`src/logic/blimp_defines.svh`:
```
/*
 * Blimp execute slice configuration
 * Widths, lane count, queue sizing and multiplier iteration count,
 * shared by the packages and the RTL
 */

`ifndef BLIMP_DEFINES_SVH
`define BLIMP_DEFINES_SVH

// ------------------------------------------------
// Datapath
// ------------------------------------------------

`define BLIMP_XLEN        32  // Data word width

// ------------------------------------------------
// Microarchitecture sizing
// ------------------------------------------------

`define BLIMP_NUM_PIPES   4   // Identical execute lanes

// Program-order tag width, sets ROB size and in-flight limit
`define BLIMP_SEQ_BITS    4

`define BLIMP_ISSUE_DEPTH 8   // Issue queue entries, power of two

// Shift-add iterations, 2 multiplier bits each
`define BLIMP_MUL_STEPS   16

`endif

```
`src/logic/blimp_arch_pkg.sv`:
```
/*
 * Blimp architectural types
 * Opcodes of the register-to-register operations, data word and
 * destination register address
 */

`default_nettype none

`include "blimp_defines.svh"

package blimp_arch_pkg;

  // ------------------------------------------------
  // Operations
  // ------------------------------------------------

  typedef enum logic [2:0] {
    OP_ADD = 3'd0,  // Wrapping add
    OP_SUB = 3'd1,  // Wrapping subtract
    OP_AND = 3'd2,
    OP_XOR = 3'd3,
    OP_MUL = 3'd4   // Low word of product
  } opcode_e;

  // ------------------------------------------------
  // Operands and destinations
  // ------------------------------------------------

  typedef logic [`BLIMP_XLEN-1:0] word_t;

  typedef logic [4:0] reg_addr_t;  // 32 architectural registers

endpackage

`default_nettype wire

```
`src/logic/blimp_uarch_pkg.sv`:
```
/*
 * Blimp microarchitectural types
 * Program-order tag and execute lane states
 */

`default_nettype none

`include "blimp_defines.svh"

package blimp_uarch_pkg;

  // Tag given at issue, indexes the ROB
  typedef logic [`BLIMP_SEQ_BITS-1:0] seq_num_t;

  // Lane FSM states
  typedef enum logic [1:0] {
    PIPE_IDLE = 2'd0,  // Free for dispatch
    PIPE_ALU  = 2'd1,  // Single-cycle op, result ready
    PIPE_MUL  = 2'd2   // Iterating multiply
  } pipe_state_e;

endpackage

`default_nettype wire

```
`src/logic/blimp_intfs.sv`:
```
/*
 * Blimp internal interfaces
 * issue_pipe_if carries a dispatched operation to one lane,
 * pipe_wb_if carries a lane's completion to the ROB
 */

`timescale 1ns/1ps
`default_nettype none

// ------------------------------------------------
// Issue unit to execute lane
// ------------------------------------------------

interface issue_pipe_if import blimp_arch_pkg::*, blimp_uarch_pkg::*; ();

  logic      val;    // One-cycle dispatch strobe
  seq_num_t  seq;
  opcode_e   op;
  reg_addr_t waddr;
  word_t     op_a;
  word_t     op_b;
  logic      idle;   // Lane can take an op this cycle

  modport issue (
    output val, seq, op, waddr, op_a, op_b,
    input  idle
  );

  modport pipe (
    input  val, seq, op, waddr, op_a, op_b,
    output idle
  );

endinterface

// ------------------------------------------------
// Execute lane to writeback/commit
// ------------------------------------------------

interface pipe_wb_if import blimp_arch_pkg::*, blimp_uarch_pkg::*; ();

  logic      val;    // Completion strobe, never stalled
  seq_num_t  seq;    // ROB slot
  reg_addr_t waddr;
  word_t     wdata;

  modport pipe (output val, seq, waddr, wdata);
  modport wb   (input  val, seq, waddr, wdata);

endinterface

`default_nettype wire

```
`src/logic/issue_unit.sv`:
```
/*
 * Issue unit
 * Tags accepted ops with sequence numbers, queues them in order and
 * hands the queue head to the lowest-numbered idle lane
 */

`timescale 1ns/1ps
`default_nettype none

`include "blimp_defines.svh"

module issue_unit import blimp_arch_pkg::*, blimp_uarch_pkg::*; (
  input  logic               clk,
  input  logic               rst,

  input  logic               in_val,
  input  opcode_e            in_op,
  input  reg_addr_t          in_waddr,
  input  word_t              in_op_a,
  input  word_t              in_op_b,
  input  logic               commit_val,  // One retirement per strobe

  output logic               full,

  issue_pipe_if.issue        pipes [`BLIMP_NUM_PIPES]
);

  localparam int p_ptr_bits = $clog2(`BLIMP_ISSUE_DEPTH);
  localparam int p_cnt_bits = p_ptr_bits + 1;
  localparam logic [p_cnt_bits-1:0] p_q_depth = p_cnt_bits'(`BLIMP_ISSUE_DEPTH);
  localparam logic [`BLIMP_SEQ_BITS:0] p_max_in_flight = {1'b1, {`BLIMP_SEQ_BITS{1'b0}}};

  // Queue storage, payload only
  opcode_e   q_op    [`BLIMP_ISSUE_DEPTH];
  seq_num_t  q_seq   [`BLIMP_ISSUE_DEPTH];
  reg_addr_t q_waddr [`BLIMP_ISSUE_DEPTH];
  word_t     q_op_a  [`BLIMP_ISSUE_DEPTH];
  word_t     q_op_b  [`BLIMP_ISSUE_DEPTH];

  logic [p_ptr_bits-1:0] wr_ptr;
  logic [p_ptr_bits-1:0] rd_ptr;
  logic [p_cnt_bits-1:0] q_count;
  logic [`BLIMP_SEQ_BITS:0] in_flight;  // Accepted but not yet committed
  seq_num_t next_seq;

  logic accept;
  logic q_nonempty;
  logic pop;
  logic [`BLIMP_NUM_PIPES-1:0] pipe_idle;
  logic [`BLIMP_NUM_PIPES-1:0] disp_grant;  // One-hot, lowest idle lane

  // ------------------------------------------------
  // Accept and back-pressure
  // ------------------------------------------------

  assign full   = (q_count == p_q_depth) || (in_flight == p_max_in_flight);
  assign accept = in_val && !full;  // Offers while full are dropped

  always_ff @(posedge clk) begin
    if (accept) begin
      q_op[wr_ptr]    <= in_op;
      q_seq[wr_ptr]   <= next_seq;  // Tag in program order
      q_waddr[wr_ptr] <= in_waddr;
      q_op_a[wr_ptr]  <= in_op_a;
      q_op_b[wr_ptr]  <= in_op_b;
    end
  end

  // ------------------------------------------------
  // Dispatch
  // ------------------------------------------------

  assign q_nonempty = (q_count != '0);
  assign disp_grant = pipe_idle & (~pipe_idle + 1'b1);  // Isolate lowest set bit
  assign pop        = q_nonempty && (|pipe_idle);

  for (genvar p = 0; p < `BLIMP_NUM_PIPES; p++) begin : g_lane
    assign pipe_idle[p]   = pipes[p].idle;
    assign pipes[p].val   = q_nonempty && disp_grant[p];
    // Head broadcast to every lane, val picks one
    assign pipes[p].seq   = q_seq[rd_ptr];
    assign pipes[p].op    = q_op[rd_ptr];
    assign pipes[p].waddr = q_waddr[rd_ptr];
    assign pipes[p].op_a  = q_op_a[rd_ptr];
    assign pipes[p].op_b  = q_op_b[rd_ptr];
  end

  // ------------------------------------------------
  // Pointers and counters
  // ------------------------------------------------

  always_ff @(posedge clk) begin
    if (rst) begin
      wr_ptr    <= '0;
      rd_ptr    <= '0;
      q_count   <= '0;
      in_flight <= '0;
      next_seq  <= '0;
    end else begin
      if (accept) begin
        wr_ptr   <= wr_ptr + 1'b1;
        next_seq <= next_seq + 1'b1;  // Wraps with the ROB
      end
      if (pop)
        rd_ptr <= rd_ptr + 1'b1;

      case ({accept, pop})
        2'b10:   q_count <= q_count + 1'b1;
        2'b01:   q_count <= q_count - 1'b1;
        default: q_count <= q_count;  // Both or neither
      endcase

      case ({accept, commit_val})
        2'b10:   in_flight <= in_flight + 1'b1;
        2'b01:   in_flight <= in_flight - 1'b1;
        default: in_flight <= in_flight;
      endcase
    end
  end

endmodule

`default_nettype wire

```
`src/logic/exec_pipe.sv`:
```
/*
 * Execute lane
 * One-cycle ADD/SUB/AND/XOR and a 2-bit-per-cycle shift-add multiplier,
 * result sent to writeback with its tag and destination
 */

`timescale 1ns/1ps
`default_nettype none

`include "blimp_defines.svh"

module exec_pipe import blimp_arch_pkg::*, blimp_uarch_pkg::*; (
  input logic        clk,
  input logic        rst,

  issue_pipe_if.pipe issue,
  pipe_wb_if.pipe    wb
);

  localparam int p_step_bits = $clog2(`BLIMP_MUL_STEPS);
  localparam logic [p_step_bits-1:0] p_last_step = p_step_bits'(`BLIMP_MUL_STEPS - 1);

  pipe_state_e state;
  seq_num_t    seq_q;
  reg_addr_t   waddr_q;
  word_t       acc;     // ALU result or running product
  word_t       mcand;   // Multiplicand, pre-shifted
  word_t       mplier;  // Unconsumed multiplier bits
  logic [p_step_bits-1:0] step;

  word_t alu_res;
  logic  dispatch;
  logic  mul_done;

  // Product of a word and two multiplier bits
  function automatic word_t mul_partial(word_t a, logic [1:0] b);
    word_t p;
    p = b[0] ? a : '0;
    if (b[1])
      p = p + {a[`BLIMP_XLEN-2:0], 1'b0};
    return p;
  endfunction

  assign dispatch = (state == PIPE_IDLE) && issue.val;
  assign mul_done = (state == PIPE_MUL) && (step == p_last_step);

  always_comb begin
    case (issue.op)
      OP_ADD:  alu_res = issue.op_a + issue.op_b;
      OP_SUB:  alu_res = issue.op_a - issue.op_b;
      OP_AND:  alu_res = issue.op_a & issue.op_b;
      OP_XOR:  alu_res = issue.op_a ^ issue.op_b;
      default: alu_res = '0;  // MUL goes through acc
    endcase
  end

  // ------------------------------------------------
  // Lane FSM
  // ------------------------------------------------

  always_ff @(posedge clk) begin
    if (rst) begin
      state <= PIPE_IDLE;
    end else begin
      case (state)
        PIPE_IDLE: if (dispatch) state <= (issue.op == OP_MUL) ? PIPE_MUL : PIPE_ALU;
        PIPE_ALU:  state <= PIPE_IDLE;        // Result leaves this cycle
        PIPE_MUL:  if (mul_done) state <= PIPE_IDLE;
        default:   state <= PIPE_IDLE;
      endcase
    end
  end

  // ------------------------------------------------
  // Datapath
  // ------------------------------------------------

  always_ff @(posedge clk) begin
    if (dispatch) begin
      seq_q   <= issue.seq;
      waddr_q <= issue.waddr;
      step    <= '0;
      mcand   <= issue.op_a << 2;
      mplier  <= issue.op_b >> 2;
      // First multiplier pair folded into the dispatch edge
      acc     <= (issue.op == OP_MUL) ? mul_partial(issue.op_a, issue.op_b[1:0]) : alu_res;
    end else if ((state == PIPE_MUL) && !mul_done) begin
      acc    <= acc + mul_partial(mcand, mplier[1:0]);
      mcand  <= mcand << 2;
      mplier <= mplier >> 2;
      step   <= step + 1'b1;
    end
  end

  assign issue.idle = (state == PIPE_IDLE);

  assign wb.val   = (state == PIPE_ALU) || mul_done;
  assign wb.seq   = seq_q;
  assign wb.waddr = waddr_q;
  assign wb.wdata = acc;

endmodule

`default_nettype wire

```
`src/logic/writeback_commit_unit.sv`:
```
/*
 * Writeback and commit unit
 * Reorder buffer indexed by sequence number, filled out of order by
 * all lanes, drained one entry per cycle in program order
 */

`timescale 1ns/1ps
`default_nettype none

`include "blimp_defines.svh"

module writeback_commit_unit import blimp_arch_pkg::*, blimp_uarch_pkg::*; (
  input  logic      clk,
  input  logic      rst,

  pipe_wb_if.wb     wbs [`BLIMP_NUM_PIPES],

  output logic      commit_val,
  output seq_num_t  commit_seq,
  output reg_addr_t commit_waddr,
  output word_t     commit_wdata
);

  localparam int p_rob_size = 1 << `BLIMP_SEQ_BITS;

  // Flattened lane completions
  logic [`BLIMP_NUM_PIPES-1:0] wb_val;
  seq_num_t  wb_seq   [`BLIMP_NUM_PIPES];
  reg_addr_t wb_waddr [`BLIMP_NUM_PIPES];
  word_t     wb_wdata [`BLIMP_NUM_PIPES];

  // ROB
  logic [p_rob_size-1:0] rob_done;
  reg_addr_t rob_waddr [p_rob_size];
  word_t     rob_wdata [p_rob_size];

  seq_num_t head;        // Oldest uncommitted tag
  logic     head_ready;

  for (genvar p = 0; p < `BLIMP_NUM_PIPES; p++) begin : g_lane
    assign wb_val[p]   = wbs[p].val;
    assign wb_seq[p]   = wbs[p].seq;
    assign wb_waddr[p] = wbs[p].waddr;
    assign wb_wdata[p] = wbs[p].wdata;
  end

  assign head_ready = rob_done[head];

  // ------------------------------------------------
  // Completion writes
  // ------------------------------------------------

  always_ff @(posedge clk) begin
    if (rst) begin
      rob_done <= '0;
    end else begin
      if (head_ready)
        rob_done[head] <= 1'b0;  // Retiring slot freed
      // Tags in flight are unique, lanes never collide
      for (int p = 0; p < `BLIMP_NUM_PIPES; p++) begin
        if (wb_val[p])
          rob_done[wb_seq[p]] <= 1'b1;
      end
    end
  end

  always_ff @(posedge clk) begin
    for (int p = 0; p < `BLIMP_NUM_PIPES; p++) begin
      if (wb_val[p]) begin
        rob_waddr[wb_seq[p]] <= wb_waddr[p];
        rob_wdata[wb_seq[p]] <= wb_wdata[p];
      end
    end
  end

  // ------------------------------------------------
  // In-order commit
  // ------------------------------------------------

  always_ff @(posedge clk) begin
    if (rst) begin
      head       <= '0;
      commit_val <= 1'b0;
    end else begin
      commit_val <= head_ready;  // Registered strobe
      if (head_ready)
        head <= head + 1'b1;
    end
  end

  always_ff @(posedge clk) begin
    if (head_ready) begin
      commit_seq   <= head;
      commit_waddr <= rob_waddr[head];
      commit_wdata <= rob_wdata[head];
    end
  end

endmodule

`default_nettype wire

```
`src/logic/blimp_exec_core.sv`:
```
/*
 * Blimp execute core
 * Issue unit, a row of identical execute lanes and the
 * writeback/commit unit
 */

`timescale 1ns/1ps
`default_nettype none

`include "blimp_defines.svh"

module blimp_exec_core import blimp_arch_pkg::*, blimp_uarch_pkg::*; (
  input  logic      clk,
  input  logic      rst,

  // Decoded ops with operands read
  input  logic      in_val,
  input  opcode_e   in_op,
  input  reg_addr_t in_waddr,
  input  word_t     in_op_a,
  input  word_t     in_op_b,
  output logic      full,     // Hold off in_val while high

  // Retirement, program order
  output logic      commit_val,
  output seq_num_t  commit_seq,
  output reg_addr_t commit_waddr,
  output word_t     commit_wdata
);

  // ------------------------------------------------
  // Interfaces
  // ------------------------------------------------

  issue_pipe_if issue_ifs [`BLIMP_NUM_PIPES] ();
  pipe_wb_if    wb_ifs    [`BLIMP_NUM_PIPES] ();

  // ------------------------------------------------
  // Units
  // ------------------------------------------------

  issue_unit iu (
    .pipes (issue_ifs),
    .*                    // commit_val fed back for in-flight count
  );

  for (genvar p = 0; p < `BLIMP_NUM_PIPES; p++) begin : g_pipe
    exec_pipe xu (
      .clk   (clk),
      .rst   (rst),
      .issue (issue_ifs[p]),
      .wb    (wb_ifs[p])
    );
  end

  writeback_commit_unit wcu (
    .wbs (wb_ifs),
    .*
  );

endmodule

`default_nettype wire

```
`config.mk`:
```
export PLATFORM = sky130hd
export DESIGN_NAME = blimp_exec_core
export DESIGN_NICKNAME = d
export VERILOG_FILES = /design/src/logic/blimp_arch_pkg.sv /design/src/logic/blimp_uarch_pkg.sv /design/src/logic/blimp_intfs.sv /design/src/logic/issue_unit.sv /design/src/logic/exec_pipe.sv /design/src/logic/writeback_commit_unit.sv /design/src/logic/blimp_exec_core.sv
export VERILOG_INCLUDE_DIRS = /design/src /design/src/logic
export SDC_FILE = /design/constraint.sdc
export NUM_CORES = 2
export LEC_CHECK = 0
export CAP_MARGIN = 20
export CORE_MARGIN = 2
export CORE_UTILIZATION = 60
export DETAILED_ROUTE_END_ITERATION = 8
export DONT_BUFFER_PORTS = 1
export PLACE_DENSITY_LB_ADDON = 0.25
export SYNTH_ARGS = -nofsm -noshare
export SYNTH_HDL_FRONTEND = slang
export SYNTH_SLANG_ARGS = --single-unit
```
`constraint.sdc`:
```
create_clock -name clk -period 11.9 [get_ports clk]
set_input_delay 0.595 -clock clk [delete_from_list [all_inputs] [get_ports clk]]
set_output_delay 0.595 -clock clk [all_outputs]
set_load 0.02 [all_outputs]
```
# Word-level counts from Yosys, hierarchy flattened
# Memory sizes are Yosys's and may differ from the RTL's. A register that Yosys moved wholly into a read port is not among the register bits.
# Index checks and enable logic that the tools add are counted.
dict set report word_totals {
  regBits 472
  mem_bits_rw 1200
  in_bits 75
  output_inout_bits 43
  word_cells 268
  mem_count 7
}
# memory words width rd rd_clocked_by_memory_dff write_ports line_no
set mem_list {}
lappend mem_list {wcu.rob_wdata 16 32 1 1 4 writeback_commit_unit.sv:35} ;# word_t rob_wdata [p_rob_size];
lappend mem_list {iu.q_op_a 8 32 1 1 1 issue_unit.sv:37} ;# word_t q_op_a [`BLIMP_ISSUE_DEPTH];
lappend mem_list {iu.q_op_b 8 32 1 1 1 issue_unit.sv:38} ;# word_t q_op_b [`BLIMP_ISSUE_DEPTH];
lappend mem_list {wcu.rob_waddr 16 5 1 1 4 writeback_commit_unit.sv:34} ;# reg_addr_t rob_waddr [p_rob_size];
lappend mem_list {iu.q_waddr 8 5 1 1 1 issue_unit.sv:36} ;# reg_addr_t q_waddr [`BLIMP_ISSUE_DEPTH];
lappend mem_list {iu.q_seq 8 4 1 1 1 issue_unit.sv:35} ;# seq_num_t q_seq [`BLIMP_ISSUE_DEPTH];
lappend mem_list {{1 more memories} n/a n/a n/a n/a n/a n/a}
dict set report classes {
  add_sub_neg 24
  n_lt_le_gt_ge 10
  n_eq_ne 30
  mux 100
  n_bitwise 10
  n_reduce_logical 50
}
# cell count
set op_table {}
lappend op_table {{$mux W32} 35}
lappend op_table {{$add A32 B32 Y32} 10}
lappend op_table {{$mux W30} 8}
lappend op_table {{$mux W16} 9}
lappend op_table {{$pmux W32 S4} 1}
lappend op_table {{$or A16 B16 Y16} 4}
lappend op_table {{$add A4 B1 Y4 const B} 8}
lappend op_table {{$and A32 B32 Y32} 1}
lappend op_table {{$sub A32 B32 Y32} 1}
lappend op_table {{$xor A32 B32 Y32} 1}
lappend op_table {{$mux W3} 10}
lappend op_table {{$lt A4 B5 Y1 const B} 5}
lappend op_table {{$logic_and A1 B1 Y1} 23}
lappend op_table {{$demux W1 S4} 5}
lappend op_table {{$eq A4 B4 Y1 const B} 5}
lappend op_table {{$ge A4 B1 Y1 const B} 5}
lappend op_table {{$mux W2} 9}
lappend op_table {{$and A16 B16 Y16} 1}
lappend op_table {{$mux W1} 16}
lappend op_table {{$not A16 Y16} 1}
lappend op_table {{$pmux W2 S2} 4}
lappend op_table {{$eq A2 B1 Y1 const B} 6}
lappend op_table {{$eq A2 B2 Y1 const B} 6}
lappend op_table {{$reduce_bool A2 Y1} 6}
lappend op_table {{other kinds (22)} 44}

# Depth between registers and ports, before layout
dict set report logic_depth {
  word_depth 19
  mapped_depth 29
  mapped_depth_nobuf 26
}

# By module
# Synthesis repeated with hierarchy kept, for this count alone.
dict set report unflattened {
  hier_cells 12391
  hier_area_um2 122288.5
}
# module n_inst cells_per_inst area_per_inst_um2 seq_area_each_um2
set modules_own_cells {}
lappend modules_own_cells {writeback_commit_unit 1 4752 45005.7 19428.6}
lappend modules_own_cells {issue_unit 1 1251 25772.2 18697.9}
lappend modules_own_cells {{exec_pipe (g_pipe[0].xu ...)} 2 1566 12743.5 3153.0}
lappend modules_own_cells {{exec_pipe (g_pipe[3].xu)} 1 1648 13117.6 3153.0}
lappend modules_own_cells {{exec_pipe (g_pipe[2].xu)} 1 1608 12906.1 3153.0}

# Worst setup path before layout
# Ideal clock, no wire load.
dict set report synth_timing {
  kind {reg2reg}
  startpoint {register iu.q_count[0]}
  endpoint {memory iu.q_op[2][0] (netlist name) (enable)}
  setup_time_ns 0.724
  arrival_ns 9.096
  required_time_ns 11.176
  slack_ns 2.080
  path_stages_with_launch 7
  n_path_buf 1
  period_less_slack_ns 9.820
  cell_sequence {dfxtp_1 -> nor3_1 -> a22oi_1 -> and2_1 -> clkbuf_1 -> inv_1 -> nor4b_1}
}
dict set report synth_via {
  elab_chain_len 6
}
# item line_no
set synth_lines {}
lappend synth_lines {{from (decl)} issue_unit.sv:42} ;# logic [p_cnt_bits-1:0] q_count;
lappend synth_lines {{from (signal assigned)} issue_unit.sv:108} ;# 2'b10: q_count <= q_count + 1'b1;
lappend synth_lines {{from (signal assigned)} issue_unit.sv:109} ;# 2'b01: q_count <= q_count - 1'b1;
lappend synth_lines {{from (signal assigned)} issue_unit.sv:110} ;# default: q_count <= q_count;
lappend synth_lines {{$eq A4 B4 Y1} issue_unit.sv:56} ;# assign full = (q_count == p_q_depth) || (in_flight == p_max_in_flight);
lappend synth_lines {{$logic_or A1 B1 Y1} issue_unit.sv:56}
lappend synth_lines {{$logic_not A1 Y1} issue_unit.sv:57} ;# assign accept = in_val && !full;
lappend synth_lines {{$logic_and A1 B1 Y1} issue_unit.sv:57}
lappend synth_lines {{$mux W1} issue_unit.sv:60} ;# if (accept) begin
lappend synth_lines {{$mux W1 (not written as such)} issue_unit.sv:61} ;# q_op[wr_ptr] <= in_op;
lappend synth_lines {{to (decl)} issue_unit.sv:34} ;# opcode_e q_op [`BLIMP_ISSUE_DEPTH];
# Every way passes these cells.

==> run metrics <==
number of synthesis warnings 0; count leader, synth edfxtp_1; logic gate share of total power 0.487; Tmin final 7.71 ns; RSZ-0062 raised after global routing no; r2r setup slk about 4.2 ns; Post-synth EDFFs roughly 1600; share of cells above drive strength 1 0.106; FF-to-FF End g_pipe[1].xu.wb.wdata[29]; fill cell count between 10000 and 15000; Critical Path Max Stage Delay 0.70 ns; Final Setup Violations 0; synth top area cells edfxtp_1 (48%), mux4_2 (7.3%), mux2i_1 (7.0%); drt pass-1 iters 9; first-pass GRT wire length roughly 490 mm; total power ~29 mW; crit end category register; Seq/Total Area, Yosys 0.495; pwr/cell area 263 mW/mm²; skew final between 0.07 and 0.08 ns; Seq cells post-synth around 1700; Crit-path slowest cell or4b_2; PostCTS Resize Cnt 0; IO Count roughly 120; synth cell count leaders edfxtp_1 (1645), nand2_1 (1097), o21ai_0 (1016); buffers added on ports 0; Max Slew Vio Count 0; ys flop type edfxtp_1; DRT Wirelength ~340 mm; die width between 400 and 500 µm; f_max 130 MHz; DRC Markers 0; post-synth design cell area between 0.1 and 0.15 mm²; P_int ~17 mW; asr flop ratio synth 0; total leakage power 40.7 nW; clock share of power 0.195; Initial Util 0.605; vias per cell ~6.8; Overflow after GRT 0; top cell type by total area after synthesis edfxtp_1; synthesis-to-layout area growth 7.90%; Setup WS post-layout approximately 4.2 ns; final RePlAce weighted congestion just under 1; Finished Layout Cells 11600; worst vdd ir 252 µV; dpl hpwl around 210 mm; Switching Share 0.425; outcome complete, no violations; Synthesized Nets roughly 10000; placed cell count around 11000; WL/cell roughly 29 µm; H-tree depth 4; final hold violation count 0; die area 0.174 mm²; stages on the worst setup path 20; clock-pin slew on the worst setup and hold paths 0.06 ns; WP buf/inv 2; post-synth cell types 96; CP Launch Type register; Largest delay share family, worst path simple AND/OR/NAND/NOR gates; Final Cycle Share 0.648; Num Clock Sinks 1712; ANT nets after route 0; Worst Path Required 12.47 ns; HP Class in2reg; final setup TNS 0 ns; CP Capture Point g_pipe[1].xu.wb.wdata[29]; Core ar. between 0.15 and 0.2 mm²; sequential share of power 0.318; Max-slew headroom 0.0899; die height about 420 µm; nets@finish about 9700; Max Cap Viol 0; row count between 150 and 200; cts bufs inserted about 180; R2R cell count 20; Cells after Synth just under 10000; Skew-Pair Late Insertion Delay around 0.9 ns; TritonCTS clock tree built; slew of the pin with the lowest slew margin about 1.4 ns; sw power 12.4 mW; critical path type reg2reg; Critical Path Fanout Max roughly 120; antenna violations before repair 14; pin count of the biggest net entering global routing 118; Root Driver clkbuf_16; share of the synthesized area in the top cell type 0.482; CP cell instances buf_4, buf_12, or3b_1, o311ai_0, o21ai_1, nor3_2, nand4_1, nor3_1, nand3_1, o21ai_0, xnor2_1, ha_1, nand3_1, or4b_2, o31a_1, nor2_1, nor2_1, xnor2_1, a221oi_1, a21oi_1; post-placement setup slack 4.23 ns; Via Count about 80000; Post-Syn Area per Cell around 11 µm²; Iteration-0 DRC Markers 10900; Longest Clk Path Bufs 3; vias in the first global route slightly below 80000; GRT Util Overall 0.382; WP data arrival approximately 8.3 ns
## power groups by stage
| stage | Combinational, mW | Clock [mW] | Sequential [mW] |
|---|---|---|---|
| after floorplan | 10.4 | 0 | 8.53 |
| after global placement | 13.4 | 0 | 9.25 |
| after detailed placement | 13.7 | 0 | 9.29 |
| after CTS | 13.9 | 5.69 | 9.17 |
| after global routing | 15.5 | 5.91 | 9.29 |
| final | 14.2 | 5.68 | 9.24 |
## metrics by stage
stage	area (µm²)	hold slack [ns]	utilization
2_1_floorplan	103000	0.406	-
3_3_place_gp	104000	0.454	0.613
3_5_place_dp	104000	0.467	0.613
4_1_cts	111000	0.162	0.653
5_1_grt	111000	0.227	0.653
6_report	111000	0.198	0.653
## cells by family after synthesis
kind of cell / after synthesis / share of synthesized area
multiplexers: 1140 / 0.154
buffers and inverters: 974 / 0.0369
adder cells (fa/ha/maj): 338 / 0.0421
AO/OA/AOI/OAI: 2508 / 0.136
AND/OR/NAND/NOR: 2652 / 0.110
flip-flops: 1712 / 0.495
XOR/XNOR: 311 / 0.0267
## sequential cells by signal (all words and copies together), names as in the netlist, 5 cells and up, named ones only
| register | flops |
|---|---|
| iu.in_flight | 5 |
| g_pipe.xu.state | 8 |
| iu.q_seq | 32 |
| g_pipe.xu.wb.seq | 16 |
| iu.q_op_b | 256 |
| iu.q_op | 24 |
| wcu.rob_waddr | 80 |
| wcu.rob_wdata | 512 |
| iu.q_waddr | 40 |
| g_pipe.xu.mcand | 120 |
| wcu.commit_wdata | 32 |
| g_pipe.xu.mplier | 120 |
| wcu.commit_waddr | 5 |
| g_pipe.xu.wb.wdata | 128 |
| wcu.rob_done | 16 |
| g_pipe.xu.step | 16 |
| iu.q_op_a | 256 |
| g_pipe.xu.wb.waddr | 20 |
## worst min-delay path, stage by stage
cell	delay, ns
and2_1	0.24
nand2_1	0.12
a21oi_1	0.05
## timing repair
action,in CTS,in global routing
hold endpoints to repair,627,0
buffers inserted,0,0
hold buffers,75,0
## metal layers
metal	wire, µm	vias up	GRT usage	share of wire
met4	25400	8	0.238	0.075
met3	41000	1535	0.0930	0.12
li1	-	34700	-	-
met5	51	-	0	0.00015
met1	118000	38000	0.472	0.35
met2	153000	5296	0.608	0.45
## layout by cell type (no fill, tap or decap), types with 74 or more instances in the layout
cell type      Yosys  final
nand2_1         1097   1086
buf_4              8    172
o21ai_0         1016   1016
mux2_2            84     84
clkbuf_16          0    180
mux2i_1          713    708
dlygate4sd3_1      0     74
edfxtp_1        1645   1645
inv_1            149    141
nor2_1          1012    985
xor2_1           111    111
ha_1             324    324
a21oi_1          977    977
and2_1           112    112
xnor2_1          199    199
a21o_1           125    125
mux4_2           334    334
## layout make-up
type / count / area [µm²] / share of cell area
Clock inverter: 121 / 1280 / 0.0115
Sequential cell: 1712 / 50800 / 0.459
Inverter: 158 / 603 / 0.00545
Timing Repair Buffer: 250 / 2120 / 0.0192
Clock buffer: 212 / 4630 / 0.0419
Tap cell: 2218 / 2780 / 0.0251
Antenna cell: 2 / 5.00 / 0.0000452
Multi-Input combinational cell: 6949 / 48500 / 0.438
## worst min path at each step
stage                          from           endpoint  slack (ns)  depth (start not counted)
finish                       in_val       iu.wr_ptr[1]        0.20                          3
global route                 in_val       iu.wr_ptr[1]        0.23                          3
CTS                          in_val       iu.wr_ptr[1]        0.16                          3
detailed placement  wcu.rob_done[9]    wcu.rob_done[9]        0.47                          2
global placement    wcu.rob_done[8]    wcu.rob_done[8]        0.45                          2
floorplan               wcu.head[3]  wcu.commit_seq[3]        0.41                          0
No activity file was read; power rests on OpenSTA's default activity.
